===== config.mk =====
export PLATFORM = sky130hd
export DESIGN_NAME = store_align
export DESIGN_NICKNAME = d
export VERILOG_FILES = /design/src/rv_mem_pkg.sv /design/src/store_align.sv
export SDC_FILE = /design/constraint.sdc
export NUM_CORES = 1
export LEC_CHECK = 0
export BUFFER_PORTS_ARGS = -buffer_cell sky130_fd_sc_hd__buf_2
export CAP_MARGIN = 20
export CORE_ASPECT_RATIO = 0.8
export CORE_MARGIN = 4
export CORE_UTILIZATION = 29
export DETAILED_ROUTE_END_ITERATION = 8
export PLACE_DENSITY = 0.85
export RECOVER_POWER = 100
export SLEW_MARGIN = 20
export SYNTH_ARGS = -nofsm -noshare
export SYNTH_HDL_FRONTEND = slang
export SYNTH_SLANG_ARGS = --single-unit

===== constraint.sdc =====
create_clock -name vclk -period 0.8
set_input_delay 0.12 -clock vclk [all_inputs]
set_output_delay 0.12 -clock vclk [all_outputs]
set_load 0.05 [all_outputs]

===== src/rv_mem_pkg.sv =====
// shared sizes and encodings for the memory stage; RAM depth and access latency are fixed here
package rv_mem_pkg;

  // data path and register file widths
  localparam int WORD_WD     = 32;
  localparam int GPR_ADDR_WD = 5;
  localparam int CSR_ADDR_WD = 12;

  // one enable bit per byte lane
  localparam int BYTE_EN_WD  = WORD_WD / 8;

  // 256 words, 1 KiB
  localparam int MEM_DEPTH_LOG2 = 8;
  localparam int MEM_DEPTH      = 2 ** MEM_DEPTH_LOG2;

  // wait cycles of one RAM access, at least 1
  localparam int MEM_LATENCY = 3;

  // wide enough to hold MEM_LATENCY-1
  localparam int LAT_CNT_WD  = $clog2(MEM_LATENCY + 1);

  // load/store size, funct3 encoding
  typedef enum logic [2:0] {
    MEM_B  = 3'd0,
    MEM_H  = 3'd1,
    MEM_W  = 3'd2,
    MEM_BU = 3'd4,
    MEM_HU = 3'd5
  } mem_op_e;

  // control states of the stage
  typedef enum logic [1:0] {
    MS_IDLE   = 2'd0,
    MS_ACCESS = 2'd1,
    MS_DONE   = 2'd2
  } ms_state_e;

endpackage


===== src/store_align.sv =====
// aligned stores only: SH ignores address bit 0, SW ignores bits 1:0
`timescale 1ns/1ps

module store_align (
  input  logic [1:0]                        i_addr_lo,
  input  rv_mem_pkg::mem_op_e               i_mem_op,
  input  logic [rv_mem_pkg::WORD_WD-1:0]    i_rs2data,
  output logic [rv_mem_pkg::BYTE_EN_WD-1:0] o_byte_en,
  output logic [rv_mem_pkg::WORD_WD-1:0]    o_wdata
);

  import rv_mem_pkg::*;

  always_comb begin
    unique case (i_mem_op)
      MEM_B, MEM_BU: begin
        o_byte_en = BYTE_EN_WD'(1) << i_addr_lo;
        o_wdata   = {4{i_rs2data[7:0]}}; // byte copied to every lane
      end
      MEM_H, MEM_HU: begin
        o_byte_en = i_addr_lo[1] ? 4'b1100 : 4'b0011;
        o_wdata   = {2{i_rs2data[15:0]}};
      end
      default: begin
        o_byte_en = '1; // SW
        o_wdata   = i_rs2data;
      end
    endcase
  end

endmodule


==> metrics.md <==
| Metric | Value |
|---|---|
| Setup violators final | `28` |
| Achievable clock frequency | `935 MHz` |
| Dpl hpwl | `1790 um` |
| Antenna violations before repair | `0` |
| Max-slew violations | `0` |
| Status | `finished, violations left` |
| Minimum clock period | `about 1100 ps` |
| Top Ports | `73` |
| 1st-iter DRT viols | `19` |
| Die Span Y | `roughly 46 um` |
| Fillers | `a little over 90` |
| Seq_cells | `0` |
| Maximum number of pins on one net before global-route repair | `17` |
| DIE AREA | `2590 um2` |
| Wire length per cell | `16.8 um` |
| Area growth, synth to finish | `167%` |
| Gr usage total | `17.9%` |
| Sequential-to-total area share from yosys stat | `0%` |
| Period utilization | `134%` |
| Most frequent cells in the layout | `buf_2, buf_6, mux2_4` |
| Syn Nets | `97` |
| Register area | `0 um2` |
| Routed vias/inst | `4.86` |
| Final Power | `1400 uW` |
| Crit. End Element | `primary output` |
| Fraction of layout cells with a size suffix above 1 | `around 95%` |
| Via count | `758` |
| CP Launch Type | `input pin` |
| Pwr/cell area | `985 nW/um2` |
| WL final | `2620 um` |
| Vias in the first global route | `770` |
| CP max FO | `4` |
| Leakage power | `0.000705 uW` |
| Syn Area/Cell | `between 8 and 9 um2` |
| Nets@finish | `173` |
| First-pass GRT wire length | `3740 um` |
| Post-route ant nets | `0` |
| Worst-Margin Slew | `281 ps` |
| Final hold slack | `around 600 ps` |
| GP Congestion | `between 0.7 and 0.8` |
| Post-Synthesis Cells | `60` |
| Final worst slack | `-269 ps` |
| Endpoints failing hold | `0` |
| N_diodes | `0` |
| Grt total ovfl | `0` |
| Drt pass-1 iters | `2` |
| Synthesized area | `532 um2` |
| Core area | `1680 um2` |
| Starting Density | `31.7%` |
| Violated checks | `negative setup slack` |
| WP data required | `680 ps` |
| IO buf count | `72` |
| HP Class | `in2out` |
| WS Path Type | `in2out` |
| Most common cell after layout, fill and taps aside | `buf_2` |
| RSZ-0062 raised after global routing | `yes` |
| Slew margin rel. | `81.4%` |
| Drc violations | `0` |
| Row count | `13` |
| Die X | `55.9 um` |
| CP arrival | `950 ps` |
| CLK BUF | `0` |
| Max-cap viol count | `0` |
| Worst vdd ir | `0.729 mV` |
| Synth cell types | `13` |
| Yosys warns | `0` |
## report_power, final
group          switching [uW]  total (uW)  leakage (uW)  internal, uW
Clock                       0           0             0             0
Sequential                  0           0             0             0
Combinational             802        1400      0.000705           595
## timing repair
action | 4_1_cts | 5_1_grt
hold buffers | 0 | 0
buffers inserted | 0 | 1
pin swaps | 1 | 0
hold endpoints to repair | 0 | 0
gates resized for setup | 84 | 4
setup endpoints to repair | 28 | 28
cloned | 1 | 1
## worst paths after layout
check / startpoint / end / slack [ps] / cells after the start
worst max-delay path: i_mem_op[0] / o_wdata[14] / -270 / 5
worst min-delay path: i_rs2data[31] / o_wdata[31] / 590 / 4
## per-stage QoR
step	TNS (ps)	worst slack [ps]	utilization [%]	instances	area, um2
2_1_floorplan	-1620	-96.5	-	60	674
3_3_place_gp	-8590	-338	61.8	153	1040
3_5_place_dp	-9220	-362	61.8	153	1040
4_1_cts	-5500	-276	82.0	154	1370
5_1_grt	-6070	-301	84.7	156	1420
6_report	-5480	-269	84.7	156	1420
## routing by layer
| metal | track usage [%] | wire (um) | share of wire [%] |
|---|---|---|---|
| met2 | 36.1 | 1410 | 54 |
| met3 | 3.08 | 209 | 8.0 |
| met1 | 20.8 | 978 | 37 |
| met4 | 2.37 | 18 | 0.69 |
| met5 | 0 | 0 | 0 |
## kinds of logic after synthesis
family                 synth area share, %
buffers and inverters                 21.2
AO/OA/AOI/OAI                         18.8
multiplexers                          48.9
AND/OR/NAND/NOR                       11.1
## critical path: stages
cell and delay, ps:
buf_8 100, nor2_4 120, buf_6 140, mux2_4 310
buf_8 150
## Yosys cell counts, drive strengths merged
| master | number | area (um2) |
|---|---|---|
| a21o | 2 | 15.0 |
| buf | 12 | 109 |
| inv | 1 | 3.75 |
| mux2 | 16 | 180 |
| mux2i | 8 | 80.1 |
| nand2 | 8 | 30.0 |
| nand2b | 1 | 13.8 |
| nor2 | 2 | 15.0 |
| o21ai | 8 | 70.1 |
| o21bai | 2 | 15.0 |
## area by class of cell
class	count	area, um2	area share (%)
Inverter	1	3.75	0.265
Multi-Input combinational cell	47	648	45.7
Tap cell	22	27.5	1.94
Timing Repair Buffer	86	739	52.1
Note: power is estimated with default switching activity, not from simulation.
