<file path="config.mk">
export PLATFORM = sky130hd
export DESIGN_NAME = mem_stage_regs
export DESIGN_NICKNAME = d
export VERILOG_FILES = /design/src/rv_mem_pkg.sv /design/src/mem_stage_regs.sv
export SDC_FILE = /design/constraint.sdc
export NUM_CORES = 1
export LEC_CHECK = 0
export BUFFER_PORTS_ARGS = -buffer_cell sky130_fd_sc_hd__buf_2
export CORE_AREA = 2 2 143 145
export DETAILED_ROUTE_END_ITERATION = 6
export DIE_AREA = 0 0 145 147
export PLACE_DENSITY = 0.67
export SLEW_MARGIN = 15
export SYNTH_ARGS = -nofsm -noshare
export SYNTH_HDL_FRONTEND = slang
export SYNTH_SLANG_ARGS = --single-unit
</file>
<file path="constraint.sdc">
create_clock -name i_clk -period 1.3 [get_ports i_clk]
set_input_delay 0.065 -clock i_clk [delete_from_list [all_inputs] [get_ports i_clk]]
set_output_delay 0.065 -clock i_clk [all_outputs]
set_load 0.03 [all_outputs]
</file>
<file path="src/rv_mem_pkg.sv">
// shared sizes and encodings for the memory stage; RAM depth and access latency are fixed here
package rv_mem_pkg;

  // data path and register file widths
  localparam int WORD_WD     = 32;
  localparam int GPR_ADDR_WD = 5;
  localparam int CSR_ADDR_WD = 12;

  // one enable bit per byte lane
  localparam int BYTE_EN_WD  = WORD_WD / 8;

  // 256 words, 1 KiB
  localparam int MEM_DEPTH_LOG2 = 8;
  localparam int MEM_DEPTH      = 2 ** MEM_DEPTH_LOG2;

  // wait cycles of one RAM access, at least 1
  localparam int MEM_LATENCY = 3;

  // wide enough to hold MEM_LATENCY-1
  localparam int LAT_CNT_WD  = $clog2(MEM_LATENCY + 1);

  // load/store size, funct3 encoding
  typedef enum logic [2:0] {
    MEM_B  = 3'd0,
    MEM_H  = 3'd1,
    MEM_W  = 3'd2,
    MEM_BU = 3'd4,
    MEM_HU = 3'd5
  } mem_op_e;

  // control states of the stage
  typedef enum logic [1:0] {
    MS_IDLE   = 2'd0,
    MS_ACCESS = 2'd1,
    MS_DONE   = 2'd2
  } ms_state_e;

endpackage

</file>
<file path="src/mem_stage_regs.sv">
// fields only change on accept; the load word is forwarded from the RAM in the writeback cycle
`timescale 1ns/1ps

module mem_stage_regs (
  input  logic                               i_clk,
  input  logic                               i_reset,
  input  logic                               i_accept,
  input  logic                               i_load_capture,
  input  logic [rv_mem_pkg::GPR_ADDR_WD-1:0] i_rd,
  input  logic [rv_mem_pkg::CSR_ADDR_WD-1:0] i_csr,
  input  logic                               i_gpr_wen,
  input  logic                               i_csr_wen,
  input  logic                               i_mem_ren,
  input  logic                               i_mem_wen,
  input  rv_mem_pkg::mem_op_e                i_mem_op,
  input  logic                               i_csr_inst_sel,
  input  logic [rv_mem_pkg::WORD_WD-1:0]     i_rs2data,
  input  logic [rv_mem_pkg::WORD_WD-1:0]     i_csrrdata,
  input  logic [rv_mem_pkg::WORD_WD-1:0]     i_alu_result,
  input  logic [rv_mem_pkg::WORD_WD-1:0]     i_csr_result,
  input  logic [rv_mem_pkg::WORD_WD-1:0]     i_ram_rdata,
  output logic [rv_mem_pkg::GPR_ADDR_WD-1:0] o_rd,
  output logic [rv_mem_pkg::CSR_ADDR_WD-1:0] o_csr,
  output logic                               o_gpr_wen,
  output logic                               o_csr_wen,
  output logic                               o_mem_ren,
  output logic                               o_mem_wen,
  output rv_mem_pkg::mem_op_e                o_mem_op,
  output logic                               o_csr_inst_sel,
  output logic [rv_mem_pkg::WORD_WD-1:0]     o_rs2data,
  output logic [rv_mem_pkg::WORD_WD-1:0]     o_csrrdata,
  output logic [rv_mem_pkg::WORD_WD-1:0]     o_alu_result,
  output logic [rv_mem_pkg::WORD_WD-1:0]     o_csr_result,
  output logic [rv_mem_pkg::WORD_WD-1:0]     o_load_word
);

  import rv_mem_pkg::*;

  logic               load_fwd; // RAM output is fresh this cycle
  logic [WORD_WD-1:0] load_word_q;

  assign o_load_word = load_fwd ? i_ram_rdata : load_word_q;

  always_ff @(posedge i_clk) begin
    if (i_reset) begin
      o_gpr_wen <= 1'b0;
      o_csr_wen <= 1'b0;
      o_mem_ren <= 1'b0;
      o_mem_wen <= 1'b0;
      load_fwd  <= 1'b0;
    end else begin
      if (i_accept) begin
        o_gpr_wen <= i_gpr_wen;
        o_csr_wen <= i_csr_wen;
        o_mem_ren <= i_mem_ren;
        o_mem_wen <= i_mem_wen;
      end
      load_fwd <= i_load_capture & o_mem_ren;
    end
  end

  // payload
  always_ff @(posedge i_clk) begin
    if (i_accept) begin
      o_rd           <= i_rd;
      o_csr          <= i_csr;
      o_mem_op       <= i_mem_op;
      o_csr_inst_sel <= i_csr_inst_sel;
      o_rs2data      <= i_rs2data;
      o_csrrdata     <= i_csrrdata;
      o_alu_result   <= i_alu_result;
      o_csr_result   <= i_csr_result;
    end
    if (load_fwd) begin
      load_word_q <= i_ram_rdata; // keep after the RAM moves on
    end
  end

endmodule

</file>
==> results of run 1 <==
[cell families after synthesis]
| family | after synthesis | synth area share (%) |
|---|---|---|
| multiplexers | 36 | 8.804 |
| buffers and inverters | 5 | 1.310 |
| AND/OR/NAND/NOR | 6 | 0.3865 |
| flip-flops | 186 | 89.50 |
[synthesized netlist by cell type (all sizes together)]
| library cell | number | area share, % |
|---|---|---|
| clkbuf | 1 | 0.086 |
| nand2 | 1 | 0.064 |
| mux2 | 32 | 8.1 |
| mux2i | 4 | 0.69 |
| buf | 4 | 1.2 |
| dfxtp | 37 | 13 |
| edfxtp | 149 | 77 |
| nor2 | 5 | 0.32 |
[per-stage QoR]
stage	hold slack, ns	instances	util, %	cell area (sq um)	setup WS (ns)
floorplan	0.1370	233	-	5827	0.2346
global placement	0.2412	884	40.87	8110	0.1352
detailed placement	0.2431	884	40.87	8110	0.1308
==> impl_metrics.env, run 1 <==
export IMPL_cts_max_level=4
export IMPL_clockBufferDepth=2
export IMPL_ctsHoldBuffers=185
export IMPL_cts_buffers=17
export IMPL_syn_avg_cell_area_sq_um=25.01
export IMPL_synth_cell_type_count=10
export IMPL_floorplan_initialDensity_pct=29.36
export IMPL_portBuffers=373
export IMPL_synth_warnings=0
export IMPL_yosys_register_bits=186
export IMPL_die_h_um=147
export IMPL_syn_nets=422
export IMPL_clk_root_buffer_cell="clkbuf_16"
export IMPL_cts_sinks=186
export IMPL_syn_area_sq_um=5827
export IMPL_synthCells=233
export IMPL_status="stopped before the end"
export IMPL_postCtsResizedCells=52
export IMPL_lastStage="clock tree synthesis (4_1_cts)"
export IMPL_cts_setup_buffers=2
export IMPL_die_w_um=145
export IMPL_row_count=52
export IMPL_num_io_pins=374
export IMPL_dp_hpwl_mm=11.87
export IMPL_place_congestion=0.7651
export IMPL_ys_seq_area_share_pct=89.50
export IMPL_error="[ERROR RSZ-0060] Max buffer count reached."
==> inputs of run 2 (changes only) <==
CORE_AREA = default   (was 2 2 143 145)
CORE_MARGIN = 2   (was default)
CORE_UTILIZATION = 25   (was default)
DIE_AREA = default   (was 0 0 145 147)
PLACE_DENSITY = default   (was 0.67)
PLACE_DENSITY_LB_ADDON = 0.15   (was default)
==> run 2 against run 1 <==
  * The flow now finishes, with violations (negative setup slack)
  * Synthesized cell count stayed put
  * Area after synthesis stayed put
==> impl_metrics.env, run 2 <==
export IMPL_period_share_pct=118.9
export IMPL_synth_cell_type_count=10
export IMPL_synth_edf_count=149
export IMPL_register_area_sq_um=5219
export IMPL_synthCells=233
export IMPL_clk_latency_ns=0.42
export IMPL_r2r_end="load_word_q[4]"
export IMPL_p_leak_nw=4.753
export IMPL_placed_cells=922
export IMPL_clockBufferDepth=2
export IMPL_fillers=1983
export IMPL_vias=4406
export IMPL_total_power_mw=16.41
export IMPL_finalCoreUtilization_pct=48.03
export IMPL_layout_commonest_cell="buf_2"
export IMPL_worstSetupPathType="reg -> out"
export IMPL_syn_avg_cell_area_sq_um=25.01
export IMPL_yosys_register_bits=186
export IMPL_cts_tree="done"
export IMPL_row_count=55
export IMPL_firstDrtPassIters=4
export IMPL_ff2ff_path_depth=3
export IMPL_ys_async_sr_fraction_pct=0
export IMPL_dp_hpwl_mm=12.42
export IMPL_drive_gt1_share_pct=54.07
export IMPL_final_cells=1151
export IMPL_num_io_pins=374
export IMPL_hold_violations=0
export IMPL_rsz0062_at_grt="yes"
export IMPL_syn_area_sq_um=5827
export IMPL_vdd_drop_max_mv=0.9331
export IMPL_critPathLaunchType="register"
export IMPL_cp_endpoint="o_load_word[29]"
export IMPL_status="finished with violations"
export IMPL_cts_buffers=17
export IMPL_cp_depth=3
export IMPL_vias_per_cell=3.828
export IMPL_clk_pin_slew_ns=0.08
export IMPL_synth_warnings=0
export IMPL_gr_total_overflow=0
export IMPL_remaining_drc_errors=0
export IMPL_synth_most_common_cell="edfxtp_1"
export IMPL_layout_common_cells="buf_2, dlygate4sd3_1, edfxtp_1"
export IMPL_ys_seq_area_share_pct=89.50
export IMPL_portBuffers=373
export IMPL_postRouteWirelength_mm=18.55
export IMPL_r2r_start="load_fwd"
export IMPL_synth_flop_cell="edfxtp_1"
export IMPL_cts_sinks=186
export IMPL_floorplan_initialDensity_pct=25.58
export IMPL_ff2ff_setup_slack_ns=0.15
export IMPL_die_h_um=156.7
export IMPL_place_congestion=0.7427
export IMPL_cap_viol_max_count=0
export IMPL_violations="negative setup slack"
export IMPL_end_kind="output port"
export IMPL_fmax_ghz=0.6472
export IMPL_syn_nets=422
export IMPL_tns_ns=-7.473
export IMPL_antenna_found_initial=2
export IMPL_critPathLaunch="load_fwd"
export IMPL_ant_nets=0
export IMPL_design_area_sq_um=10940
export IMPL_period_minus_slack_ns=1.545
export IMPL_hold_path_class="in -> reg"
export IMPL_grt_max_degree=28
export IMPL_clock_skew_ns=0.006499
export IMPL_pwr_density_cell_nw_per_um2=1500
export IMPL_cpLargestDelayFamily="flip-flops"
export IMPL_final_max_slew_viol_count=0
export IMPL_crit_required_ns=1.24
export IMPL_cts_max_level=4
export IMPL_final_setup_worst_slack_ns=-0.2451
export IMPL_core_sq_um=22780
export IMPL_crit_arrival_ns=1.48
export IMPL_finalSetupViolCount=32
export IMPL_critPathSlowestCell="dfxtp_4"
export IMPL_clk_root_buffer_cell="clkbuf_16"
export IMPL_grt_pass1_vias=4873
export IMPL_slowest_delay_ns=0.42
export IMPL_layout_nets=1012
export IMPL_ys_top_cells_by_count="edfxtp_1, dfxtp_1, mux2_4, nor2_1, mux2i_1"
export IMPL_path_max_fanout=8
export IMPL_route_detailed_wl_per_inst_um=16.12
export IMPL_max_slew_margin_pct=75.50
export IMPL_worstPathCellList="buf_12 > mux2_4 > buf_6"
export IMPL_die_area_sq_um=24540
export IMPL_grt_pass1_wl_mm=27.05
export IMPL_tightestPinTransition_ns=0.3676
export IMPL_grt_usage_pct=14.81
export IMPL_multiInputGateArea_sq_um=543.0
export IMPL_drt_iter0_drc=157
export IMPL_placed_area_sq_um=8152
export IMPL_synth_area_leaders="edfxtp_1, dfxtp_1, mux2_4"
export IMPL_synth_area_leader_cell="edfxtp_1"
export IMPL_die_w_um=156.7
export IMPL_area_growth_pct=87.76
export IMPL_netlist_area_leader_share_pct=76.79
export IMPL_path_buf_inv=2
## run 2: repair_timing
action | CTS | global route
setup endpoints to repair | 32 | 32
hold endpoints to repair | 186 | 0
gates cloned | 3 | 0
buffers inserted | 6 | 1
hold buffers | 188 | 0
resized for setup | 73 | 6
## run 2: logic make-up (layout without fill, tap and decap cells)
group                  after synthesis  after routing  share of synthesized area (%)
flip-flops                         186            186                          89.50
multiplexers                        36             36                          8.804
AND/OR/NAND/NOR                      6              6                         0.3865
buffers and inverters                5            608                          1.310
other                                0              2                              0
## run 2: power breakdown
part           total (mW)  internal (mW)  leakage [nW]  switching [mW]
Clock                5.27           2.76         0.291            2.51
Combinational        3.85           1.74          2.69            2.11
Sequential           7.30           7.11          1.77           0.184
## run 2: how the worst min path moves through the flow
stage	from	end	slack (ns)	cells past startpoint
finish	i_accept	o_rs2data[0]	0.03	1
floorplan	i_reset	load_fwd	0.14	1
detailed placement	i_csr[6]	o_csr[6]	0.24	1
CTS	i_accept	o_csr_result[18]	0.01	1
global placement	i_alu_result[23]	o_alu_result[23]	0.24	1
global route	i_accept	o_csr_result[18]	0.01	1
## run 2: metrics by stage
step	hold slack, ns	setup slack [ns]
5_1_grt	0.01416	-0.3063
2_1_floorplan	0.1370	0.2346
4_1_cts	0.01405	-0.3312
3_3_place_gp	0.2425	0.1141
3_5_place_dp	0.2433	0.09032
6_report	0.02692	-0.2451
## run 2: cell type report
class / instances / share of cell area (%)
repair buffers: 576 / 38.21
clock inverters: 15 / 1.613
multi-input cells: 42 / 4.963
flip-flops and latches: 186 / 47.70
clock buffers: 17 / 3.888
diodes: 2 / 0.04575
well taps: 313 / 3.580
## run 2: per-layer routing
metal	up-vias	wire length, um	GRT usage (%)
met4	0	328	5.199
met1	2080	7235	16.45
met5	-	0	0
met3	21	1336	4.431
met2	220	9652	26.87
li1	2085	-	-
(Power assumes the default switching activity.)
==> inputs of run 3 (changes only) <==
BUFFER_PORTS_ARGS = default   (was -buffer_cell sky130_fd_sc_hd__buf_2)
CORE_MARGIN = default   (was 2)
CTS_CLUSTER_SIZE = 16   (was default)
DONT_BUFFER_PORTS = 1   (was default)
==> run 3 against run 2 <==
  * The run now fails in clock tree synthesis (4_1_cts)
  * Synthesized cell count unchanged
  * Area after synthesis is the same
==> impl_metrics.env, run 3 <==
export IMPL_clk_root_buffer_cell="clkbuf_16"
export IMPL_clockBufferDepth=2
export IMPL_synth_area_leaders="edfxtp_1, dfxtp_1, mux2_4"
export IMPL_row_count=55
export IMPL_dp_hpwl_mm=9.467
export IMPL_error="[ERROR RSZ-0060] Max buffer count reached."
export IMPL_synth_mux_area_share_pct=8.804
export IMPL_portBuffers=0
export IMPL_cts_buffers=17
export IMPL_ctsHoldBuffers=118
export IMPL_synth_area_leader_cell="edfxtp_1"
export IMPL_cts_setup_buffers=5
export IMPL_die_w_um=154.7
export IMPL_netlist_area_leader_share_pct=76.79
export IMPL_cts_sinks=186
export IMPL_synth_cell_type_count=10
export IMPL_postCtsResizedCells=10
export IMPL_synth_edf_count=149
export IMPL_synth_fa_ha_area_share_pct=0
export IMPL_synth_most_common_cell="edfxtp_1"
export IMPL_synthCells=233
export IMPL_ys_seq_area_share_pct=89.50
export IMPL_syn_nets=422
export IMPL_floorplan_initialDensity_pct=25.58
export IMPL_synth_simple_gate_area_share_pct=0.3865
export IMPL_status="stopped before the end"
export IMPL_cts_max_level=4
export IMPL_yosys_register_bits=186
export IMPL_die_h_um=154.7
export IMPL_synth_top_family_by_area="multiplexers"
export IMPL_ys_async_sr_fraction_pct=0
export IMPL_synthXorXnorAreaFrac_pct=0
export IMPL_syn_avg_cell_area_sq_um=25.01
export IMPL_place_congestion=0.6961
export IMPL_lastStage="clock tree synthesis (4_1_cts)"
export IMPL_placed_area_sq_um=6201
export IMPL_syn_area_sq_um=5827
export IMPL_ys_top_cells_by_count="edfxtp_1, dfxtp_1, mux2_4, nor2_1, mux2i_1"
export IMPL_synth_flop_cell="edfxtp_1"
export IMPL_synth_warnings=0
export IMPL_num_io_pins=374
export IMPL_synth_compound_area_share_pct=0
[run 3: cell counts after synthesis]
Identical to the previous run, type by type.
[run 3: cell families after synthesis]
kind of cell / Yosys count
simple gates: 6
mux: 36
flops: 186
buf+inv: 5
[run 3: per-stage QoR]
stage	setup slack [ns]	hold slack (ns)	cells
2_1_floorplan	0.2346	0.1370	233
3_3_place_gp	0.1564	0.1386	547
3_5_place_dp	0.1501	0.1384	547
