**config.mk**
```make
export PLATFORM = sky130hd
export DESIGN_NAME = load_result
export DESIGN_NICKNAME = d
export VERILOG_FILES = /design/src/rv_mem_pkg.sv /design/src/load_result.sv
export SDC_FILE = /design/constraint.sdc
export NUM_CORES = 1
export LEC_CHECK = 0
export BUFFER_PORTS_ARGS = -buffer_cell sky130_fd_sc_hd__buf_2
export CORE_UTILIZATION = 38
export DETAILED_ROUTE_END_ITERATION = 7
export PLACE_DENSITY_LB_ADDON = 0.1
export SETUP_SLACK_MARGIN = 0.3
export SYNTH_ARGS = -nofsm -noshare
export SYNTH_HDL_FRONTEND = slang
export SYNTH_SLANG_ARGS = --single-unit
```
**constraint.sdc**
```tcl
create_clock -name vclk -period 2.45
set_input_delay 0.6125 -clock vclk [all_inputs]
set_output_delay 0.6125 -clock vclk [all_outputs]
set_load 0.02 [all_outputs]
```
**src/rv_mem_pkg.sv**
```systemverilog
// shared sizes and encodings for the memory stage; RAM depth and access latency are fixed here
package rv_mem_pkg;

  // data path and register file widths
  localparam int WORD_WD     = 32;
  localparam int GPR_ADDR_WD = 5;
  localparam int CSR_ADDR_WD = 12;

  // one enable bit per byte lane
  localparam int BYTE_EN_WD  = WORD_WD / 8;

  // 256 words, 1 KiB
  localparam int MEM_DEPTH_LOG2 = 8;
  localparam int MEM_DEPTH      = 2 ** MEM_DEPTH_LOG2;

  // wait cycles of one RAM access, at least 1
  localparam int MEM_LATENCY = 3;

  // wide enough to hold MEM_LATENCY-1
  localparam int LAT_CNT_WD  = $clog2(MEM_LATENCY + 1);

  // load/store size, funct3 encoding
  typedef enum logic [2:0] {
    MEM_B  = 3'd0,
    MEM_H  = 3'd1,
    MEM_W  = 3'd2,
    MEM_BU = 3'd4,
    MEM_HU = 3'd5
  } mem_op_e;

  // control states of the stage
  typedef enum logic [1:0] {
    MS_IDLE   = 2'd0,
    MS_ACCESS = 2'd1,
    MS_DONE   = 2'd2
  } ms_state_e;

endpackage

```
**src/load_result.sv**
```systemverilog
// aligned loads only; result priority is load data, then CSR read data, then ALU result
`timescale 1ns/1ps

module load_result (
  input  logic [1:0]                     i_addr_lo,
  input  rv_mem_pkg::mem_op_e            i_mem_op,
  input  logic                           i_mem_ren,
  input  logic                           i_csr_inst_sel,
  input  logic [rv_mem_pkg::WORD_WD-1:0] i_load_word,
  input  logic [rv_mem_pkg::WORD_WD-1:0] i_csrrdata,
  input  logic [rv_mem_pkg::WORD_WD-1:0] i_alu_result,
  output logic [rv_mem_pkg::WORD_WD-1:0] o_gpr_result
);

  import rv_mem_pkg::*;

  logic [7:0]         lane_b;
  logic [15:0]        lane_h;
  logic [WORD_WD-1:0] load_val;

  assign lane_b = i_load_word[{i_addr_lo, 3'b000} +: 8];
  assign lane_h = i_addr_lo[1] ? i_load_word[31:16] : i_load_word[15:0];

  always_comb begin
    unique case (i_mem_op)
      MEM_B: begin
        load_val = {{24{lane_b[7]}}, lane_b};
      end
      MEM_BU: begin
        load_val = {24'b0, lane_b};
      end
      MEM_H: begin
        load_val = {{16{lane_h[15]}}, lane_h};
      end
      MEM_HU: begin
        load_val = {16'b0, lane_h};
      end
      default: begin
        load_val = i_load_word; // LW
      end
    endcase
  end

  always_comb begin
    if (i_mem_ren) begin
      o_gpr_result = load_val;
    end else if (i_csr_inst_sel) begin
      o_gpr_result = i_csrrdata; // csrr* writes old csr value to rd
    end else begin
      o_gpr_result = i_alu_result;
    end
  end

endmodule

```
==> results of run 1 <==
critical path, cell delays in order:
cell and delay, ns:
buf_8 0.10, mux2_4 0.30, a22oi_2 0.19, buf_4 0.14
o211a_1 0.17, buf_12 0.13, a21oi_1 0.07, buf_2 0.16
routing by layer:
layer	share of wire, %	global-route usage (%)
met1	39	35.6
met2	51	61.7
met3	7.7	2.94
met4	2.3	9.59
met5	0	0
kinds of logic after synthesis:
kind of cell	after synthesis
AO/OA/AOI/OAI	100
AND/OR/NAND/NOR	69
multiplexers	20
buffers and inverters	28
cell usage in the layout, fill, tap and decap left out, types with 3 or more instances in the layout:
cell type and count:
a211oi_1 23, a21oi_1 17, a21oi_2 10, a221o_1 6
a221oi_2 6, a221oi_4 11, buf_12 7, buf_2 101
buf_4 31, buf_6 20, mux2_2 9, mux2_4 9
nand2_1 26, nand2b_4 3, nor2_1 6, nor2_4 7
nor2b_1 23, o22ai_1 15
repair_timing:
| item | 4_1_cts | 5_1_grt |
|---|---|---|
| buffers inserted | 1 | 0 |
| resized for setup | 73 | 18 |
| cloned | 2 | 0 |
| setup endpoints to repair | 32 | 32 |
| pin swaps | 21 | 14 |
final cells by class:
class / instances / area, um2
Multi-Input combinational cell: 190 / 1690
Timing Repair Buffer: 162 / 1160
Fill cell: 224 / 497
Tap cell: 46 / 57.6
Inverter: 2 / 11.3
worst max path at each step:
stage,start,end,slack [ns],depth (start not counted)
2_1_floorplan,i_addr_lo[0],o_gpr_result[20],0.12,6
3_3_place_gp,i_addr_lo[0],o_gpr_result[29],-0.11,7
3_5_place_dp,i_addr_lo[0],o_gpr_result[21],-0.13,7
4_1_cts,i_addr_lo[0],o_gpr_result[21],-0.03,7
5_1_grt,i_addr_lo[0],o_gpr_result[12],-0.08,8
6_report,i_addr_lo[0],o_gpr_result[12],-0.04,8
through the flow:
stage	hold WS [ns]	worst slack (ns)	area [um2]	utilization [%]
finish	1.61	-0.0417	2920	85.5
global route	1.64	-0.0806	2920	85.5
CTS	1.61	-0.0307	2850	83.3
detailed placement	1.62	-0.129	2560	75.1
global placement	1.61	-0.106	2560	75.1
floorplan	1.38	0.117	1770	-
power by group through the flow:
stage	logic [W]	clock network [W]	registers, W
2_1_floorplan	0.000402	0	0
3_3_place_gp	0.000597	0	0
6_report	0.000729	0	0
4_1_cts	0.000697	0	0
5_1_grt	0.000772	0	0
3_5_place_dp	0.000606	0	0
==> results.py, run 1 <==
metrics = {
    "synth": {
        "yosys.area_share.simple_pct": 23.9,
        "synth_top_area_share_pct": 14.7,
        "syn_inst": 217,
        "synth_common_cells": "a21oi_1 (29), nand2_1 (26), a211oi_1 (24), nor2b_1 (24), mux2_2 (18)",
        "synth_fp_nets": 320,
        "syn_area_um2": 1380,
        "synth_sequential_area_ratio_pct": 0,
        "yosysWarnings": 0,
        "synth_mux_area_share_pct": 16.2,
        "yosysUniqueCellTypes": 24,
        "synthXorXnorAreaFrac_pct": 0,
        "synth_top_family_by_area": "compound AO/OA/AOI/OAI gates",
        "synth_most_common_cell": "a21oi_1",
        "synth-adder-area-share_pct": 0,
        "yosysTopAreaCell": "mux2_2",
        "post_synth.cell_area_avg_um2": 6.35,
        "synth.area.top_cells": "mux2_2 (15%), a211oi_1 (13%), nor2b_1 (11%)",
        "synth_compound_area_share_pct": 50.2,
    },
    "grt": {
        "grt_overflow": 0,
        "grt_first_pass_wirelength_mm": 10.1,
        "grt_pass1_vias": 2297,
        "antenna_found_initial": 0,
        "grt_max_degree": 32,
        "grt_usage_pct": 31.7,
    },
    "pwr": {
        "leakage_nw": 1.30,
        "clock_power_share_pct": 0,
        "comb_power_share_pct": 100.0,
        "power_density_nw_per_um2": 250,
        "p_int_w": 0.000367,
        "p_total_w": 0.000729,
        "sw_frac_of_total_pct": 49.7,
        "pwr-share-seq_pct": 0,
        "switchingPower_w": 0.000362,
        "ir_worst_vdd_mv": 0.136,
    },
    "timing": {
        "relSlewSlack_pct": 69.8,
        "hold_viol_final": 0,
        "final-max-slew-violation-count": 0,
        "grt_setup_unrepaired": "true",
        "setup_violations": 19,
        "fmax_mhz": 401,
        "period_needed_ns": 2.49,
        "worst_pin_slew_ns": 0.451,
        "finalSetupTns_ns": -0.371,
        "fin_crit_sh_pct": 102,
        "setup_slack_ns": -0.0417,
    },
    "worst_setup_path": {
        "cp.arrival_ns": 1.88,
        "end_kind": "output port",
        "cp_max_fo": 7,
        "critical_path_required_ns": 1.84,
        "start_kind": "input pin",
        "crit_type": "input pin to output port",
    },
    "worst_hold_path": {
        "hold_class": "input pin to output port",
        "hp-start": "i_alu_result[6]",
        "min_to": "o_gpr_result[6]",
        "hold_depth": 4,
    },
    "die": {
        "design.core.area_um2": 3420,
        "rows": 21,
        "die_area_um2": 3870,
        "io_pins": 135,
        "die_w_um": 62.2,
        "die_y_um": 62.2,
        "start_util_pct": 40.4,
    },
    "layout": {
        "antennaDiodeCount": 0,
        "drive_gt1_share_pct": 64.7,
        "seqCellArea_um2": 0,
        "clock_buffers": 0,
        "layout.nets": 459,
        "area_delta_synth_final_pct": 112,
        "stdcell_count": 400,
        "seq_cell_count": 0,
    },
    "detailed_routing": {
        "drtIter0Drc": 162,
        "wl_per_cell_um": 15.7,
        "route.detailed.drc": 0,
        "num_vias": 2340,
        "wirelength_mm": 6.29,
        "drtPass1Iterations": 4,
        "ant_nets": 0,
        "vias_per_cell": 5.85,
    },
    "placement": {
        "dp_hpwl_mm": 4.52,
        "place.gp.congestion": 0.828,
        "dp_cells": 397,
        "io_buffers": 135,
    },
    "clock_tree": {
        "holdBufCountCts": 0,
    },
    "outcome": {
        "status": "finished, violations left",
        "violations": "setup timing",
    },
    "job": {
        "drv_cap": 0,
    },
}
Note: power is estimated with default switching activity, not from simulation.
==> run 2: changes to the inputs <==
--- a/config.mk
+++ b/config.mk
@@ -15 +15,2 @@
 export SYNTH_SLANG_ARGS = --single-unit
+export TNS_END_PERCENT = 30
==> constraint.sdc (replaced) <==
create_clock -name vclk -period 2.45
set_input_delay 0.1225 -clock vclk [all_inputs]
set_output_delay 0.1225 -clock vclk [all_outputs]
set_load 0.02 [all_outputs]
==> run 2 against run 1 <==
Against the previous run:
- the flow now finishes without violations
- cell area down 31%
- highest routed layer is now met3
- clock-buffer cell count unchanged
- routed wire length down 20%
- via count down 11%
- core utilization down 26 points
- combinational power down 36%
==> results.py, run 2 (synthesis results as in run 1) <==
metrics = {
    "worst_setup_path": {
        "crit_family": "simple AND/OR/NAND/NOR gates",
        "path_cells": "buf_2 > mux2_2 > nand2_1 > and3_1 > a221oi_1 > buf_2",
        "crit_top_cell": "buf_2",
        "slowest_stage": "and3_1",
        "cp.arrival_ns": 1.83,
        "critPathBufInv": 2,
        "cp.depth": 6,
        "crit_type": "input pin to output port",
        "end_kind": "output port",
        "critical_path_required_ns": 2.33,
        "start_kind": "input pin",
        "cp_max_fo": 21,
        "cp_slowest_stage_delay_ns": 0.54,
    },
    "detailed_routing": {
        "vias_per_cell": 5.52,
        "drtPass1Iterations": 5,
        "route.detailed.drc": 0,
        "drtIter0Drc": 87,
        "ant_nets": 0,
        "wl_per_cell_um": 13.4,
        "wirelength_mm": 5.05,
        "num_vias": 2076,
    },
    "layout": {
        "final_common_cell": "buf_2",
        "seqCellArea_um2": 0,
        "layout.nets": 435,
        "stdcell_count": 376,
        "clock_buffers": 0,
        "antennaDiodeCount": 0,
        "final_cell_mix": "buf_2 (135), a21oi_1 (29), nand2_1 (26)",
        "design_area_um2": 2030,
        "seq_cell_count": 0,
        "drive_gt1_share_pct": 47.6,
        "area_delta_synth_final_pct": 47.0,
    },
    "die": {
        "rows": 21,
        "die_w_um": 62.2,
        "die_area_um2": 3870,
        "design.core.area_um2": 3420,
        "start_util_pct": 40.4,
        "io_pins": 135,
        "die_y_um": 62.2,
    },
    "worst_hold_path": {
        "hold_class": "input pin to output port",
        "hold_depth": 4,
    },
    "placement": {
        "place.gp.congestion": 0.815,
        "pre_cts_slack_ns": 0.494,
        "dpl_cell_area_um2": 2030,
        "io_buffers": 135,
        "dp_hpwl_mm": 4.04,
        "dp_cells": 376,
    },
    "grt": {
        "grt_usage_pct": 24.6,
        "grt_pass1_vias": 1885,
        "grt_first_pass_wirelength_mm": 8.09,
        "antenna_found_initial": 0,
        "grt_overflow": 0,
        "grt_max_degree": 56,
    },
    "timing": {
        "fmax_mhz": 511,
        "finalSetupTns_ns": 0,
        "hold_viol_final": 0,
        "setup_violations": 0,
        "relSlewSlack_pct": 60.4,
        "fin_crit_sh_pct": 79.8,
        "period_needed_ns": 1.96,
        "worst_pin_slew_ns": 0.595,
        "final-max-slew-violation-count": 0,
        "grt_setup_unrepaired": "false",
        "setup_slack_ns": 0.494,
    },
    "clock_tree": {
        "post_cts_resized": 0,
        "holdBufCountCts": 0,
        "cts_setup_buffers": 0,
    },
    "pwr": {
        "power_density_nw_per_um2": 229,
        "p_total_w": 0.000465,
        "leakage_nw": 0.967,
        "ir_worst_vdd_mv": 0.0950,
    },
    "job": {
        "drv_cap": 0,
    },
    "outcome": {
        "status": "finished clean",
    },
}
## run 2: changes by cell type in the layout (fill, tap and decap cells not counted), moves of 9 or more
cell | before | now
a221oi_4 | 11 | 0
mux2_2 | 9 | 18
buf_4 | 31 | 3
a221oi_1 | 0 | 17
nor2_1 | 6 | 15
buf_2 | 101 | 135
a21oi_1 | 17 | 29
a21oi_2 | 10 | 0
mux2_4 | 9 | 0
buf_6 | 20 | 0
## run 2: metal layers
layer	wire (um)	share of wire, %	vias to the layer above	global-route usage [%]
li1	-	-	1072	-
met1	2190	43	932	30.8
met2	2630	52	72	47.4
met3	230	4.6	0	0.735
met4	0	0	0	2.91
met5	0	0	-	0
## run 2: stage by stage
stage	util (%)	hold slack, ns
after floorplan	-	0.449
after CTS	59.3	0.628
final	59.3	0.626
after global placement	59.3	0.625
after detailed placement	59.3	0.628
after global routing	59.3	0.653
## run 2: final timing paths
kind	slack, ns	start	to
worst min-delay path	0.63	i_csrrdata[15]	o_gpr_result[15]
worst max-delay path	0.49	i_addr_lo[1]	o_gpr_result[16]
## run 2: power by group
group / switching, W / leakage (nW) / internal [W]
Sequential: 0 / 0 / 0
Clock: 0 / 0 / 0
Combinational: 0.000259 / 0.967 / 0.000206
## run 2: cell type report
class              instances  area, um2
multi-input cells        189       1240
inverters                  2       7.51
well taps                 46       57.6
repair buffers           139        718
fillers                  366       1390
==> run 3: changes to the inputs <==
clock period = 1.9 ns   (was 2.45 ns; I/O delays follow)
==> run 3 against run 2 <==
Against the previous run:
- global-route usage grew 0.85 points
- largest cell class unchanged
- worst setup slack lost 0.12 ns
- highest routed layer is now met4
- power up 36%
==> results.py, run 3 (synthesis results as in run 1) <==
metrics = {
    "timing": {
        "fin_crit_sh_pct": 80.1,
        "grt_setup_unrepaired": "false",
        "relSlewSlack_pct": 72.8,
        "worst_pin_slew_ns": 0.407,
        "setup_violations": 0,
        "period_needed_ns": 1.52,
        "final-max-slew-violation-count": 0,
        "hold_viol_final": 0,
        "finalSetupTns_ns": 0,
        "fmax_mhz": 657,
        "worst_hold_slack_ns": 0.586,
    },
    "detailed_routing": {
        "ant_nets": 0,
        "drtIter0Drc": 140,
        "num_vias": 2118,
        "wl_per_cell_um": 13.5,
        "drtPass1Iterations": 4,
        "wirelength_mm": 5.17,
        "route.detailed.drc": 0,
        "vias_per_cell": 5.54,
    },
    "grt": {
        "grt_pass1_vias": 1900,
        "grt_max_degree": 34,
        "grt_usage_pct": 25.5,
        "grt_first_pass_wirelength_mm": 8.42,
        "antenna_found_initial": 0,
        "grt_overflow": 0,
    },
    "worst_setup_path": {
        "cp.arrival_ns": 1.43,
        "crit_type": "input pin to output port",
        "critical_path_required_ns": 1.80,
        "path_cells": "clkbuf_4 > mux2_2 > nand2_1 > and3_1 > buf_6 > a221oi_1 > buf_2",
        "start_kind": "input pin",
        "critPathBufInv": 3,
        "crit_family": "buffers and inverters",
        "crit_start": "i_addr_lo[1]",
        "slowest_stage": "a221oi_1",
        "cp_slowest_stage_delay_ns": 0.29,
        "cp_max_fo": 16,
        "end_kind": "output port",
    },
    "layout": {
        "layout.nets": 441,
        "drive_gt1_share_pct": 50.9,
        "design_area_um2": 2120,
        "antennaDiodeCount": 0,
        "final_util_pct": 62.0,
        "seq_cell_count": 0,
        "seqCellArea_um2": 0,
        "clock_buffers": 0,
        "final_common_cell": "buf_2",
        "area_delta_synth_final_pct": 53.5,
        "final_cell_mix": "buf_2 (134), a21oi_1 (29), nand2_1 (26)",
    },
    "die": {
        "design.core.area_um2": 3420,
        "io_pins": 135,
        "die_w_um": 62.2,
        "die_y_um": 62.2,
        "start_util_pct": 40.4,
        "rows": 21,
        "die_area_um2": 3870,
    },
    "pwr": {
        "leakage_nw": 1.01,
        "power_density_nw_per_um2": 298,
        "p_total_w": 0.000631,
        "ir_worst_vdd_mv": 0.134,
    },
    "placement": {
        "io_buffers": 135,
        "dpl_cell_area_um2": 2070,
        "place.gp.congestion": 0.866,
        "dp_hpwl_mm": 4.15,
    },
    "job": {
        "drv_cap": 0,
    },
    "outcome": {
        "status": "finished clean",
    },
    "worst_hold_path": {
        "hold_class": "input pin to output port",
        "hp-start": "i_csrrdata[1]",
    },
}
run 3: report_power, final:
part | total (W) | switching (W) | internal, W
clock network | 0 | 0 | 0
registers | 0 | 0 | 0
logic | 0.000631 | 0.000349 | 0.000282
run 3: final cells by class:
class,instances,area (um2)
multi-input cells,189,1280
repair buffers,145,769
well taps,46,57.6
inverters,2,7.51
fillers,374,1300
run 3: layer usage:
| metal | vias to the layer above | GRT usage, % | part of all wire, % |
|---|---|---|---|
| met5 | - | 0 | 0 |
| met4 | 0 | 3.78 | 1.2 |
| met3 | 7 | 2.02 | 6.4 |
| met2 | 91 | 48.2 | 51 |
| met1 | 938 | 31.5 | 41 |
| li1 | 1082 | - | - |
run 3: final timing paths:
kind / end / depth (start not counted) / slack (ns)
max: o_gpr_result[30] / 7 / 0.38
min: o_gpr_result[1] / 4 / 0.59
run 3: repair_timing:
action,CTS,global route
hold endpoints to repair,0,0
resized for setup,0,11
hold buffers,0,0
setup endpoints to repair,0,23
buffers inserted,0,0
run 3: through the flow:
step | worst slack (ns) | std cells
after floorplan | 0.309 | 217
after global placement | 0.344 | 382
after detailed placement | 0.318 | 382
after CTS | 0.319 | 382
after global routing | 0.296 | 382
final | 0.378 | 382
