### config.mk
export PLATFORM = sky130hd
export DESIGN_NAME = mem_ctrl_fsm
export DESIGN_NICKNAME = d
export VERILOG_FILES = /design/src/rv_mem_pkg.sv /design/src/mem_ctrl_fsm.sv
export SDC_FILE = /design/constraint.sdc
export NUM_CORES = 1
export LEC_CHECK = 0
export BUFFER_PORTS_ARGS = -buffer_cell sky130_fd_sc_hd__buf_2
export CORE_AREA = 2 2 39 41
export DETAILED_ROUTE_END_ITERATION = 7
export DIE_AREA = 0 0 41 43
export PLACE_DENSITY = 0.3
export SKIP_CTS_REPAIR_TIMING = 1
export SKIP_LAST_GASP = 1
export SLEW_MARGIN = 25
export SYNTH_ARGS = -nofsm -noshare
export SYNTH_HDL_FRONTEND = slang
export SYNTH_SLANG_ARGS = --single-unit
export TNS_END_PERCENT = 100
### constraint.sdc
create_clock -name i_clk -period 0.84 [get_ports i_clk]
set_input_delay 0.042 -clock i_clk [delete_from_list [all_inputs] [get_ports i_clk]]
set_output_delay 0.042 -clock i_clk [all_outputs]
set_load 0.005 [all_outputs]
### src/rv_mem_pkg.sv
// shared sizes and encodings for the memory stage; RAM depth and access latency are fixed here
package rv_mem_pkg;

  // data path and register file widths
  localparam int WORD_WD     = 32;
  localparam int GPR_ADDR_WD = 5;
  localparam int CSR_ADDR_WD = 12;

  // one enable bit per byte lane
  localparam int BYTE_EN_WD  = WORD_WD / 8;

  // 256 words, 1 KiB
  localparam int MEM_DEPTH_LOG2 = 8;
  localparam int MEM_DEPTH      = 2 ** MEM_DEPTH_LOG2;

  // wait cycles of one RAM access, at least 1
  localparam int MEM_LATENCY = 3;

  // wide enough to hold MEM_LATENCY-1
  localparam int LAT_CNT_WD  = $clog2(MEM_LATENCY + 1);

  // load/store size, funct3 encoding
  typedef enum logic [2:0] {
    MEM_B  = 3'd0,
    MEM_H  = 3'd1,
    MEM_W  = 3'd2,
    MEM_BU = 3'd4,
    MEM_HU = 3'd5
  } mem_op_e;

  // control states of the stage
  typedef enum logic [1:0] {
    MS_IDLE   = 2'd0,
    MS_ACCESS = 2'd1,
    MS_DONE   = 2'd2
  } ms_state_e;

endpackage

### src/mem_ctrl_fsm.sv
// one instruction at a time; strobes seen outside MS_IDLE are dropped, no writeback stall
`timescale 1ns/1ps

module mem_ctrl_fsm (
  input  logic i_clk,
  input  logic i_reset,
  input  logic i_es_valid,
  input  logic i_mem_ren,
  input  logic i_mem_wen,
  input  logic i_timer_done,
  output logic o_accept,
  output logic o_timer_start,
  output logic o_ram_en,
  output logic o_load_capture,
  output logic o_ws_valid,
  output logic o_busy
);

  import rv_mem_pkg::*;

  ms_state_e state_q;
  ms_state_e state_d;
  logic      need_mem;

  assign need_mem = i_mem_ren | i_mem_wen; // raw fields, only looked at on accept

  assign o_accept      = i_es_valid & (state_q == MS_IDLE);
  assign o_timer_start = o_accept & need_mem;

  // last wait cycle, RAM works on the closing edge
  assign o_ram_en       = (state_q == MS_ACCESS) & i_timer_done;
  assign o_load_capture = o_ram_en; // regs qualify with the held read enable

  assign o_ws_valid = (state_q == MS_DONE);
  assign o_busy     = (state_q != MS_IDLE);

  always_comb begin
    state_d = state_q;
    unique case (state_q)
      MS_IDLE: begin
        if (o_accept) begin
          state_d = need_mem ? MS_ACCESS : MS_DONE;
        end
      end
      MS_ACCESS: begin
        if (i_timer_done) begin
          state_d = MS_DONE;
        end
      end
      MS_DONE: begin
        state_d = MS_IDLE; // single writeback cycle
      end
      default: begin
        state_d = MS_IDLE;
      end
    endcase
  end

  always_ff @(posedge i_clk) begin
    if (i_reset) begin
      state_q <= MS_IDLE;
    end else begin
      state_q <= state_d;
    end
  end

endmodule

==> flow_summary_export.csv, run 1 <==
group,metric,value,unit
outcome,status,"finished with violations",
sta,fmax,898.8,MHz
yosys,synthTopCellsByArea,"dfxtp_1, nor3_2, a211oi_2",
worst_setup_path,startpoint_type,"register",
clocking,clock_latency,0.22,ns
final_layout,finalNonFillerCells,49,
sta,relSlewSlack,0.9083,
place,dp_cells,44,
sta,max_slew.worst_pin.slew,0.1368,ns
worst_setup_path,critPathArrivalTime,1.07,ns
final_layout,largestRegisters,"state_q (2)",
yosys,synth_top_area_frac,0.2783,
final_layout,largest_reg_flops,2,
power,p_sw_frac,0.2519,
grt,grt_max_degree,6,
final_layout,largest_register,"state_q",
place,gp_congestion,0.6447,
outcome,violations,"negative setup slack",
power,p_int,324.3,uW
yosys,ys.flop_type,"dfxtp_1",
final_layout,final_area,282.8,um2
clocking,clockRootBuffer,"clkbuf_4",
sta,rsz0062_at_grt,"true",
route,viasPerCell,3.449,
yosys,synth_edf_count,0,
route,drt_iter0_drc,0,
die,dieArea,1763,um2
clocking,clk_pin_slew_worst_paths,0.03,ns
clocking,cts_tree,"done",
sta,setup_slack,-0.2726,ns
route,routed_wl,436,um
power,power_frac_comb,0.268,
sta,fin_crit,1.113,ns
die,die_y,43,um
yosys,syn_nets,22,
power,pwr-share-seq,0.246,
sta,hold_viol_final,0,
place,dpl.hpwl,339.8,um
place,port_buffers,11,
yosys,netlist_area,143.9,um2
yosys,ys_seq_elements,2,
grt,antenna_found_initial,0,
worst_setup_path,worstPathMaxFanout,3,
grt,track_usage,0.06513,
yosys,synth_common_cells,"dfxtp_1, nor2_1, nor3_2",
worst_setup_path,critPathMaxStageDelay,0.30,ns
worst_hold_path,hold_path.class,"in2reg",
sta,slew_viol_final,0,
route,ant_nets,0,
yosys,yosysSeqAreaShare,0.2783,
grt,grt_remaining_overflow,0,
route,wl_per_cell,8.898,um
clocking,h-tree-depth,1,
die,coreArea,1384,um2
die,num_io_pins,12,
worst_setup_path,critical_path_class,"reg2out",
yosys,synth_top_cell_by_area,"dfxtp_1",
route,drcViolationCount,0,
sta,fin_skew,0.003648,ns
sta,min_period_over_period,1.325,
flow_run,cap_violations,0,
final_layout,layout-drive-gt1-share,0.7879,
yosys,async_reset_ff_frac,0,
power,switchingPower,109.2,uW
power,leakagePower,0.0001401,uW
yosys,yosysWarnings,0,
worst_setup_path,path_cells,"or2_4 -> nor3_2 -> buf_2",
power,power_density,1533,nW/um2
final_layout,area_delta_synth_final,96.52,%
sta,setup_viol,8,
grt,grt_pass1_vias,147,
final_layout,final_util,0.2043,
power,clkPwrFrac,0.487,
worst_setup_path,end_kind,"primary output",
final_layout,diodes,0,
final_layout,nets,41,
die,die_x,41,um
place,pre_cts_ws,-0.07798,ns
place,placed_area,226.5,um2
clocking,ctsLongestPathBuffers,2,
die,rows,14,
worst_setup_path,critPathSlowestCell,"dfxtp_1",
clocking,clock_sinks,2,
yosys,synth.avg_cell_area,8.993,um2
worst_setup_path,worstPathRequired,0.80,ns
clocking,cts_buffers,3,
die,start_util,0.1040,
yosys,synth.distinct_cells,13,
yosys,syn_inst,16,
route,firstDrtPassIters,1,
route,vias,169,
power,ir_drop,0.0005386,V
grt,grt_first_pass_wirelength,634,um
sta,fin_setup_tns,-1.136,ns
critical path: cells and delay by family (launching register included):
kind	cells	cell delay, ns
buffers and inverters	1	0.14
and+or+nand+nor	2	0.41
DFF	1	0.30
metrics by stage:
stage	total power, uW	hold slack, ns
global route	482.3	0.1141
detailed placement	206.1	0.2376
finish	433.5	0.1214
floorplan	157.8	0.1066
global placement	203.2	0.2317
CTS	433.2	-0.005360
final timing paths:
check	start	end	slack (ns)	cells after the start
worst max register to register	state_q[0]	state_q[0]	-0.07	3
worst min-delay path	i_timer_done	state_q[1]	0.12	3
worst min register to register	state_q[1]	state_q[0]	0.55	2
worst max-delay path	state_q[1]	o_timer_start	-0.27	3
power by group through the flow:
stage	sequential (uW)	clock, uW	combinational [uW]
after global placement	108	0	95.1
after CTS	107	228	98.2
final	107	211	116
after detailed placement	108	0	97.8
after global routing	107	248	127
after floorplan	110	0	47.8
layer usage:
| layer | vias to the layer above | GRT usage | share of wire |
|---|---|---|---|
| li1 | 89 | - | - |
| met1 | 67 | 0.06070 | 0.43 |
| met2 | 13 | 0.06875 | 0.42 |
| met3 | 0 | 0.07853 | 0.16 |
| met4 | 0 | 0.06000 | 0 |
| met5 | - | 0 | 0 |
placed cells by master (no fill, tap or decap):
cell type	synthesis	routed
dlygate4sd3_1	0	1
o31a_1	1	1
dfxtp_1	2	1
or2_4	1	1
nand3b_1	1	1
nor2_1	2	1
nand2b_1	1	1
nor2b_1	1	1
buf_2	0	11
buf_4	1	3
dfxtp_2	0	1
nor2_4	1	2
nand2_4	0	1
nor3_2	2	2
inv_2	1	1
clkbuf_4	0	3
a211oi_2	1	1
cells by family after synthesis:
| logic type | count (synthesis) | share of synthesized area |
|---|---|---|
| AND/OR/NAND/NOR | 10 | 0.4957 |
| flip-flops | 2 | 0.2783 |
| buffers and inverters | 2 | 0.07826 |
| AO/OA/AOI/OAI | 2 | 0.1478 |
layout make-up:
class | instances | area [um2]
Clock buffer | 3 | 22.52
Inverter | 1 | 3.754
Timing Repair Buffer | 15 | 87.58
Sequential cell | 2 | 41.29
Fill cell | 158 | 1101
Multi-Input combinational cell | 12 | 107.6
Tap cell | 16 | 20.02
Note: power is estimated with default switching activity, not from simulation.
==> inputs of run 2 (changes only) <==
- ABC_CLOCK_PERIOD_IN_PS: default -> 900
- PLACE_DENSITY: 0.3 -> 0.31
- clock period: 0.84 -> 0.9 ns (I/O delays scaled with it)
==> run 2 against run 1 <==
The run still ends with negative setup slack left. Sequential share of layout area grew 1.8 points. Sequential power shrank 8%. Combinational power shrank 10%. Non-clock buffer count shrank 2. Largest cell class unchanged.
==> flow_summary_export.csv, run 2 (same netlist as run 1, synthesis figures left out) <==
group,metric,value,unit
worst_setup_path,r2r_start,"state_q[0]",
clocking,clock_sinks,2,
worst_setup_path,crit_family,"simple AND/OR/NAND/NOR gates",
worst_setup_path,worstPathRequired,0.85,ns
worst_hold_path,hold_path.startpoint,"i_reset",
grt,grt_pass1_vias,157,
outcome,violations,"negative setup slack",
sta,setup_slack,-0.1847,ns
power,clkPwrFrac,0.493,
final_layout,nFillCells,158,
die,num_io_pins,12,
worst_setup_path,r2r_cells,3,
clocking,cts_buffers,3,
clocking,h-tree-depth,1,
die,rows,14,
route,viasPerCell,3.447,
clocking,cts_tree,"done",
flow_run,cap_violations,0,
place,port_buffers,11,
place,placed_area,219.0,um2
power,ir_drop,0.0005066,V
worst_setup_path,reg2reg_slack,-0.07,ns
sta,relSlewSlack,0.8973,
power,pwr-share-seq,0.246,
final_layout,regArea,45.04,um2
route,drt-met1-wl,188,um
route,wl_per_cell,8.915,um
clocking,clk_pin_slew_worst_paths,0.03,ns
route,ant_nets,0,
worst_hold_path,hold_path.class,"in2reg",
final_layout,area_delta_synth_final,91.30,%
place,gp_congestion,0.5272,
worst_setup_path,end_kind,"primary output",
final_layout,layout_commonest_cell,"buf_2",
clocking,ctsLongestPathBuffers,2,
worst_setup_path,critPathSlowestCell,"dfxtp_2",
worst_setup_path,critical_path_class,"reg2out",
power,power_density,1449,nW/um2
place,dpl.hpwl,309.6,um
worst_setup_path,critPathArrivalTime,1.04,ns
sta,setup_viol,8,
route,drcViolationCount,0,
outcome,status,"finished with violations",
sta,rsz0062_at_grt,"true",
final_layout,largestRegisters,"state_q (2)",
worst_setup_path,reg2reg_to,"state_q[0]",
worst_setup_path,path_cells,"or2_4 -> nor3_2 -> buf_2",
power,power_frac_comb,0.261,
final_layout,nets,39,
power,fin_total_pwr,398.8,uW
grt,grt_first_pass_wirelength,586,um
clocking,clock_latency,0.22,ns
die,die_y,43,um
worst_hold_path,whs_endpoint,"state_q[1]",
worst_hold_path,whs_path_depth,2,
route,top_layer,"met3",
final_layout,final_area,275.3,um2
final_layout,multi_input_area,110.1,um2
power,leakagePower,0.0001330,uW
sta,fin_skew,0.001062,ns
die,dieArea,1763,um2
power,switchingPower,101.7,uW
route,drt_iter0_drc,4,
die,die_x,41,um
grt,grt_remaining_overflow,0,
grt,antenna_found_initial,0,
final_layout,final_cell_mix,"buf_2, clkbuf_4, nor2_4, nor3_2",
route,met2_length,160,um
route,wl_met3,70,um
route,firstDrtPassIters,3,
route,routed_wl,419,um
route,vias,162,
die,coreArea,1384,um2
sta,slew_viol_final,0,
sta,fmax,921.9,MHz
worst_setup_path,critical_path_buf_inv_count,1,
sta,hold_viol_final,0,
worst_setup_path,worstPathMaxFanout,3,
final_layout,diodes,0,
final_layout,largest_register,"state_q",
power,p_sw_frac,0.2551,
worst_setup_path,critPathMaxStageDelay,0.31,ns
sta,min_period_over_period,1.205,
clocking,clockRootBuffer,"clkbuf_4",
sta,fin_crit,1.085,ns
sta,max_slew.worst_pin.slew,0.1537,ns
worst_setup_path,startpoint_type,"register",
die,start_util,0.1040,
final_layout,largest_reg_flops,2,
power,p_int,297.0,uW
final_layout,layout-drive-gt1-share,0.8710,
grt,track_usage,0.05506,
grt,grt_max_degree,7,
## run 2: routing by layer
| metal | up-vias | GRT usage |
|---|---|---|
| met4 | 0 | 0.08000 |
| met2 | 12 | 0.05938 |
| met5 | - | 0 |
| met1 | 66 | 0.06369 |
| met3 | 0 | 0.02094 |
| li1 | 84 | - |
## run 2: through the flow
stage	setup TNS (ns)	util	hold WS, ns	instances	setup WS, ns
2_1_floorplan	0	-	0.1096	16	0.09761
3_3_place_gp	0	0.1582	0.2353	43	0.03538
3_5_place_dp	0	0.1582	0.2430	43	0.01246
4_1_cts	-0.8931	0.1745	0.003494	46	-0.2305
5_1_grt	-1.104	0.1989	0.01219	47	-0.2439
6_report	-0.7835	0.1989	0.007769	47	-0.1847
## run 2: worst max-delay path by stage
stage / from / end / cells past startpoint
after CTS: state_q[0] / o_timer_start / 3
after floorplan: state_q[1] / o_timer_start / 2
after global routing: state_q[1] / o_timer_start / 3
final: state_q[1] / o_timer_start / 3
after detailed placement: state_q[0] / o_timer_start / 3
after global placement: state_q[0] / o_timer_start / 3
## run 2: cell type report
type / instances / area share
timing repair buffer: 13 / 0.2682
multi-input combinational: 12 / 0.4000
tap: 16 / 0.07273
clock buffer: 3 / 0.08182
inverter: 1 / 0.01364
sequential: 2 / 0.1636
## run 2: power groups by stage
stage          Sequential, uW  Combinational (uW)  Clock [uW]
6_report                 98.2                 104         197
5_1_grt                  98.7                 114         217
3_5_place_dp              102                85.4           0
3_3_place_gp              102                83.0           0
2_1_floorplan             103                44.6           0
4_1_cts                   101                85.5         212
## run 2: worst reg2reg max path: stages (launching register included)
cell and delay (ns):
dfxtp_4 0.33, buf_4 0.15, o31a_1 0.31, nor3_2 0.10
==> inputs of run 3 (changes only) <==
==> constraint.sdc (replaced) <==
create_clock -name i_clk -period 0.9 [get_ports i_clk]
set_input_delay 0.18 -clock i_clk [delete_from_list [all_inputs] [get_ports i_clk]]
set_output_delay 0.18 -clock i_clk [all_outputs]
set_load 0.005 [all_outputs]
==> run 3 against run 2 <==
The flow still finishes with violations (negative setup slack). Flip-flop and latch count did not move. Sequential power increased by 0.4%. Critical path depth stayed put. Combinational power decreased by 11%. Die area did not move. Count of clock-buffer cells in the layout is the same. Setup slack worse by 0.14 ns. Highest routed layer unchanged.
==> flow_summary_export.csv, run 3 (same netlist as run 1, synthesis figures left out) <==
group,metric,value,unit
final_layout,nets,39,
die,rows,14,
grt,grt_remaining_overflow,0,
outcome,violations,"negative setup slack",
sta,hold_viol_final,0,
sta,fmax,818.7,MHz
route,vias,163,
grt,grt_max_degree,5,
power,leakagePower,0.0001236,uW
worst_setup_path,reg2reg_to,"state_q[1]",
route,ant_nets,0,
outcome,status,"finished with violations",
sta,rsz0062_at_grt,"true",
worst_hold_path,hold_path.startpoint,"i_reset",
clocking,cts_buffers,3,
place,gp_congestion,0.5168,
final_layout,layout-drive-gt1-share,0.7419,
clocking,clockRootBuffer,"clkbuf_4",
worst_setup_path,r2r_start,"state_q[0]",
route,firstDrtPassIters,2,
die,die_x,41,um
route,routed_wl,413,um
place,pre_cts_ws,-0.09818,ns
worst_setup_path,critPathSlowestCell,"dfxtp_1",
route,wl_per_cell,8.787,um
clocking,cts_tree,"done",
power,power_density,1569,nW/um2
sta,slew_viol_final,0,
grt,met3_usage,0.04712,
worst_setup_path,worstPathMaxFanout,3,
worst_setup_path,critPathMaxStageDelay,0.31,ns
sta,setup_slack,-0.3214,ns
grt,track_usage,0.05511,
route,viasPerCell,3.468,
clocking,h-tree-depth,1,
grt,grt_use_met1,0.06070,
final_layout,diodes,0,
worst_setup_path,startpoint_type,"register",
worst_setup_path,critical_path_class,"reg2out",
final_layout,final_cell_mix,"buf_2, clkbuf_4, nor3_2, buf_4, dfxtp_1",
die,start_util,0.1040,
grt,grt-busiest-layer,"met1",
place,placed_area,226.5,um2
final_layout,largest_register,"state_q",
grt,met2_usage,0.05625,
clocking,clk_pin_slew_worst_paths,0.03,ns
die,dieArea,1763,um2
sta,fin_setup_tns,-1.296,ns
die,coreArea,1384,um2
sta,setup_viol,6,
worst_setup_path,path_cells,"or2_4 -> nor3_2 -> buf_2",
worst_setup_path,end_kind,"primary output",
clocking,clock_latency,0.23,ns
grt,antenna_found_initial,0,
final_layout,nFillCells,157,
worst_setup_path,reg2reg_slack,0.01,ns
worst_hold_path,whs_path_depth,2,
clocking,clock_sinks,2,
final_layout,largest_reg_flops,2,
place,dpl.hpwl,325.3,um
route,drcViolationCount,0,
sta,min_period_over_period,1.357,
final_layout,largestRegisters,"state_q (2)",
die,num_io_pins,12,
final_layout,final_area,251.5,um2
final_layout,layout_commonest_cell,"buf_2",
sta,max_slew.worst_pin.slew,0.1362,ns
place,port_buffers,11,
power,ir_drop,0.0004740,V
worst_setup_path,worstPathRequired,0.72,ns
sta,fin_crit,1.221,ns
sta,relSlewSlack,0.9091,
worst_hold_path,hold_path.class,"in2reg",
clocking,ctsLongestPathBuffers,2,
grt,grt_first_pass_wirelength,558,um
final_layout,area_delta_synth_final,74.78,%
worst_hold_path,whs_endpoint,"state_q[0]",
sta,fin_skew,0.006136,ns
route,drt_iter0_drc,2,
flow_run,cap_violations,0,
grt,grt_pass1_vias,144,
worst_setup_path,critPathArrivalTime,1.04,ns
worst_setup_path,r2r_cells,3,
die,die_y,43,um
[run 3: metrics by stage]
step	hold WS, ns	util	instances	power [uW]
floorplan	0.2446	-	16	147.3
global placement	0.3697	0.1637	44	189.3
detailed placement	0.3737	0.1637	44	192.5
CTS	0.1325	0.1799	47	409.0
global route	0.1404	0.1817	47	427.5
finish	0.1440	0.1817	47	394.5
[run 3: worst max-delay path by stage]
stage / from / to / slack, ns / cells after the start
global route: state_q[1] / o_timer_start / -0.37 / 3
detailed placement: state_q[1] / o_timer_start / -0.1 / 3
floorplan: state_q[1] / o_timer_start / -0.04 / 2
CTS: state_q[0] / o_timer_start / -0.34 / 3
global placement: state_q[1] / o_timer_start / -0.08 / 3
finish: state_q[0] / o_timer_start / -0.32 / 3
[run 3: power by group]
| group | leakage, uW | switching [uW] | internal, uW |
|---|---|---|---|
| sequential | 0.0000164 | 3.43 | 95.2 |
| combinational | 0.0000934 | 42.3 | 50.1 |
| clock | 0.0000138 | 55.9 | 148 |
| total | 0.000124 | 102 | 293 |
[run 3: layout make-up]
cell class | count | area [um2] | area share
multi-input combinational | 12 | 95.09 | 0.3781
sequential | 2 | 40.04 | 0.1592
timing repair buffer | 13 | 70.07 | 0.2786
tap | 16 | 20.02 | 0.07960
clock buffer | 3 | 22.52 | 0.08955
inverter | 1 | 3.754 | 0.01493
[run 3: metal layers]
| metal | share of wire | up-vias |
|---|---|---|
| met2 | 0.35 | 12 |
| met3 | 0.15 | 0 |
| met4 | 0 | 0 |
| li1 | - | 84 |
| met1 | 0.50 | 67 |
| met5 | 0 | - |
[run 3: critical path: cells and delay by family, from the launching register on]
kind	cells	cell delay [ns]
AND/OR/NAND/NOR	2	0.38
buffers and inverters	1	0.13
flip-flops	1	0.31
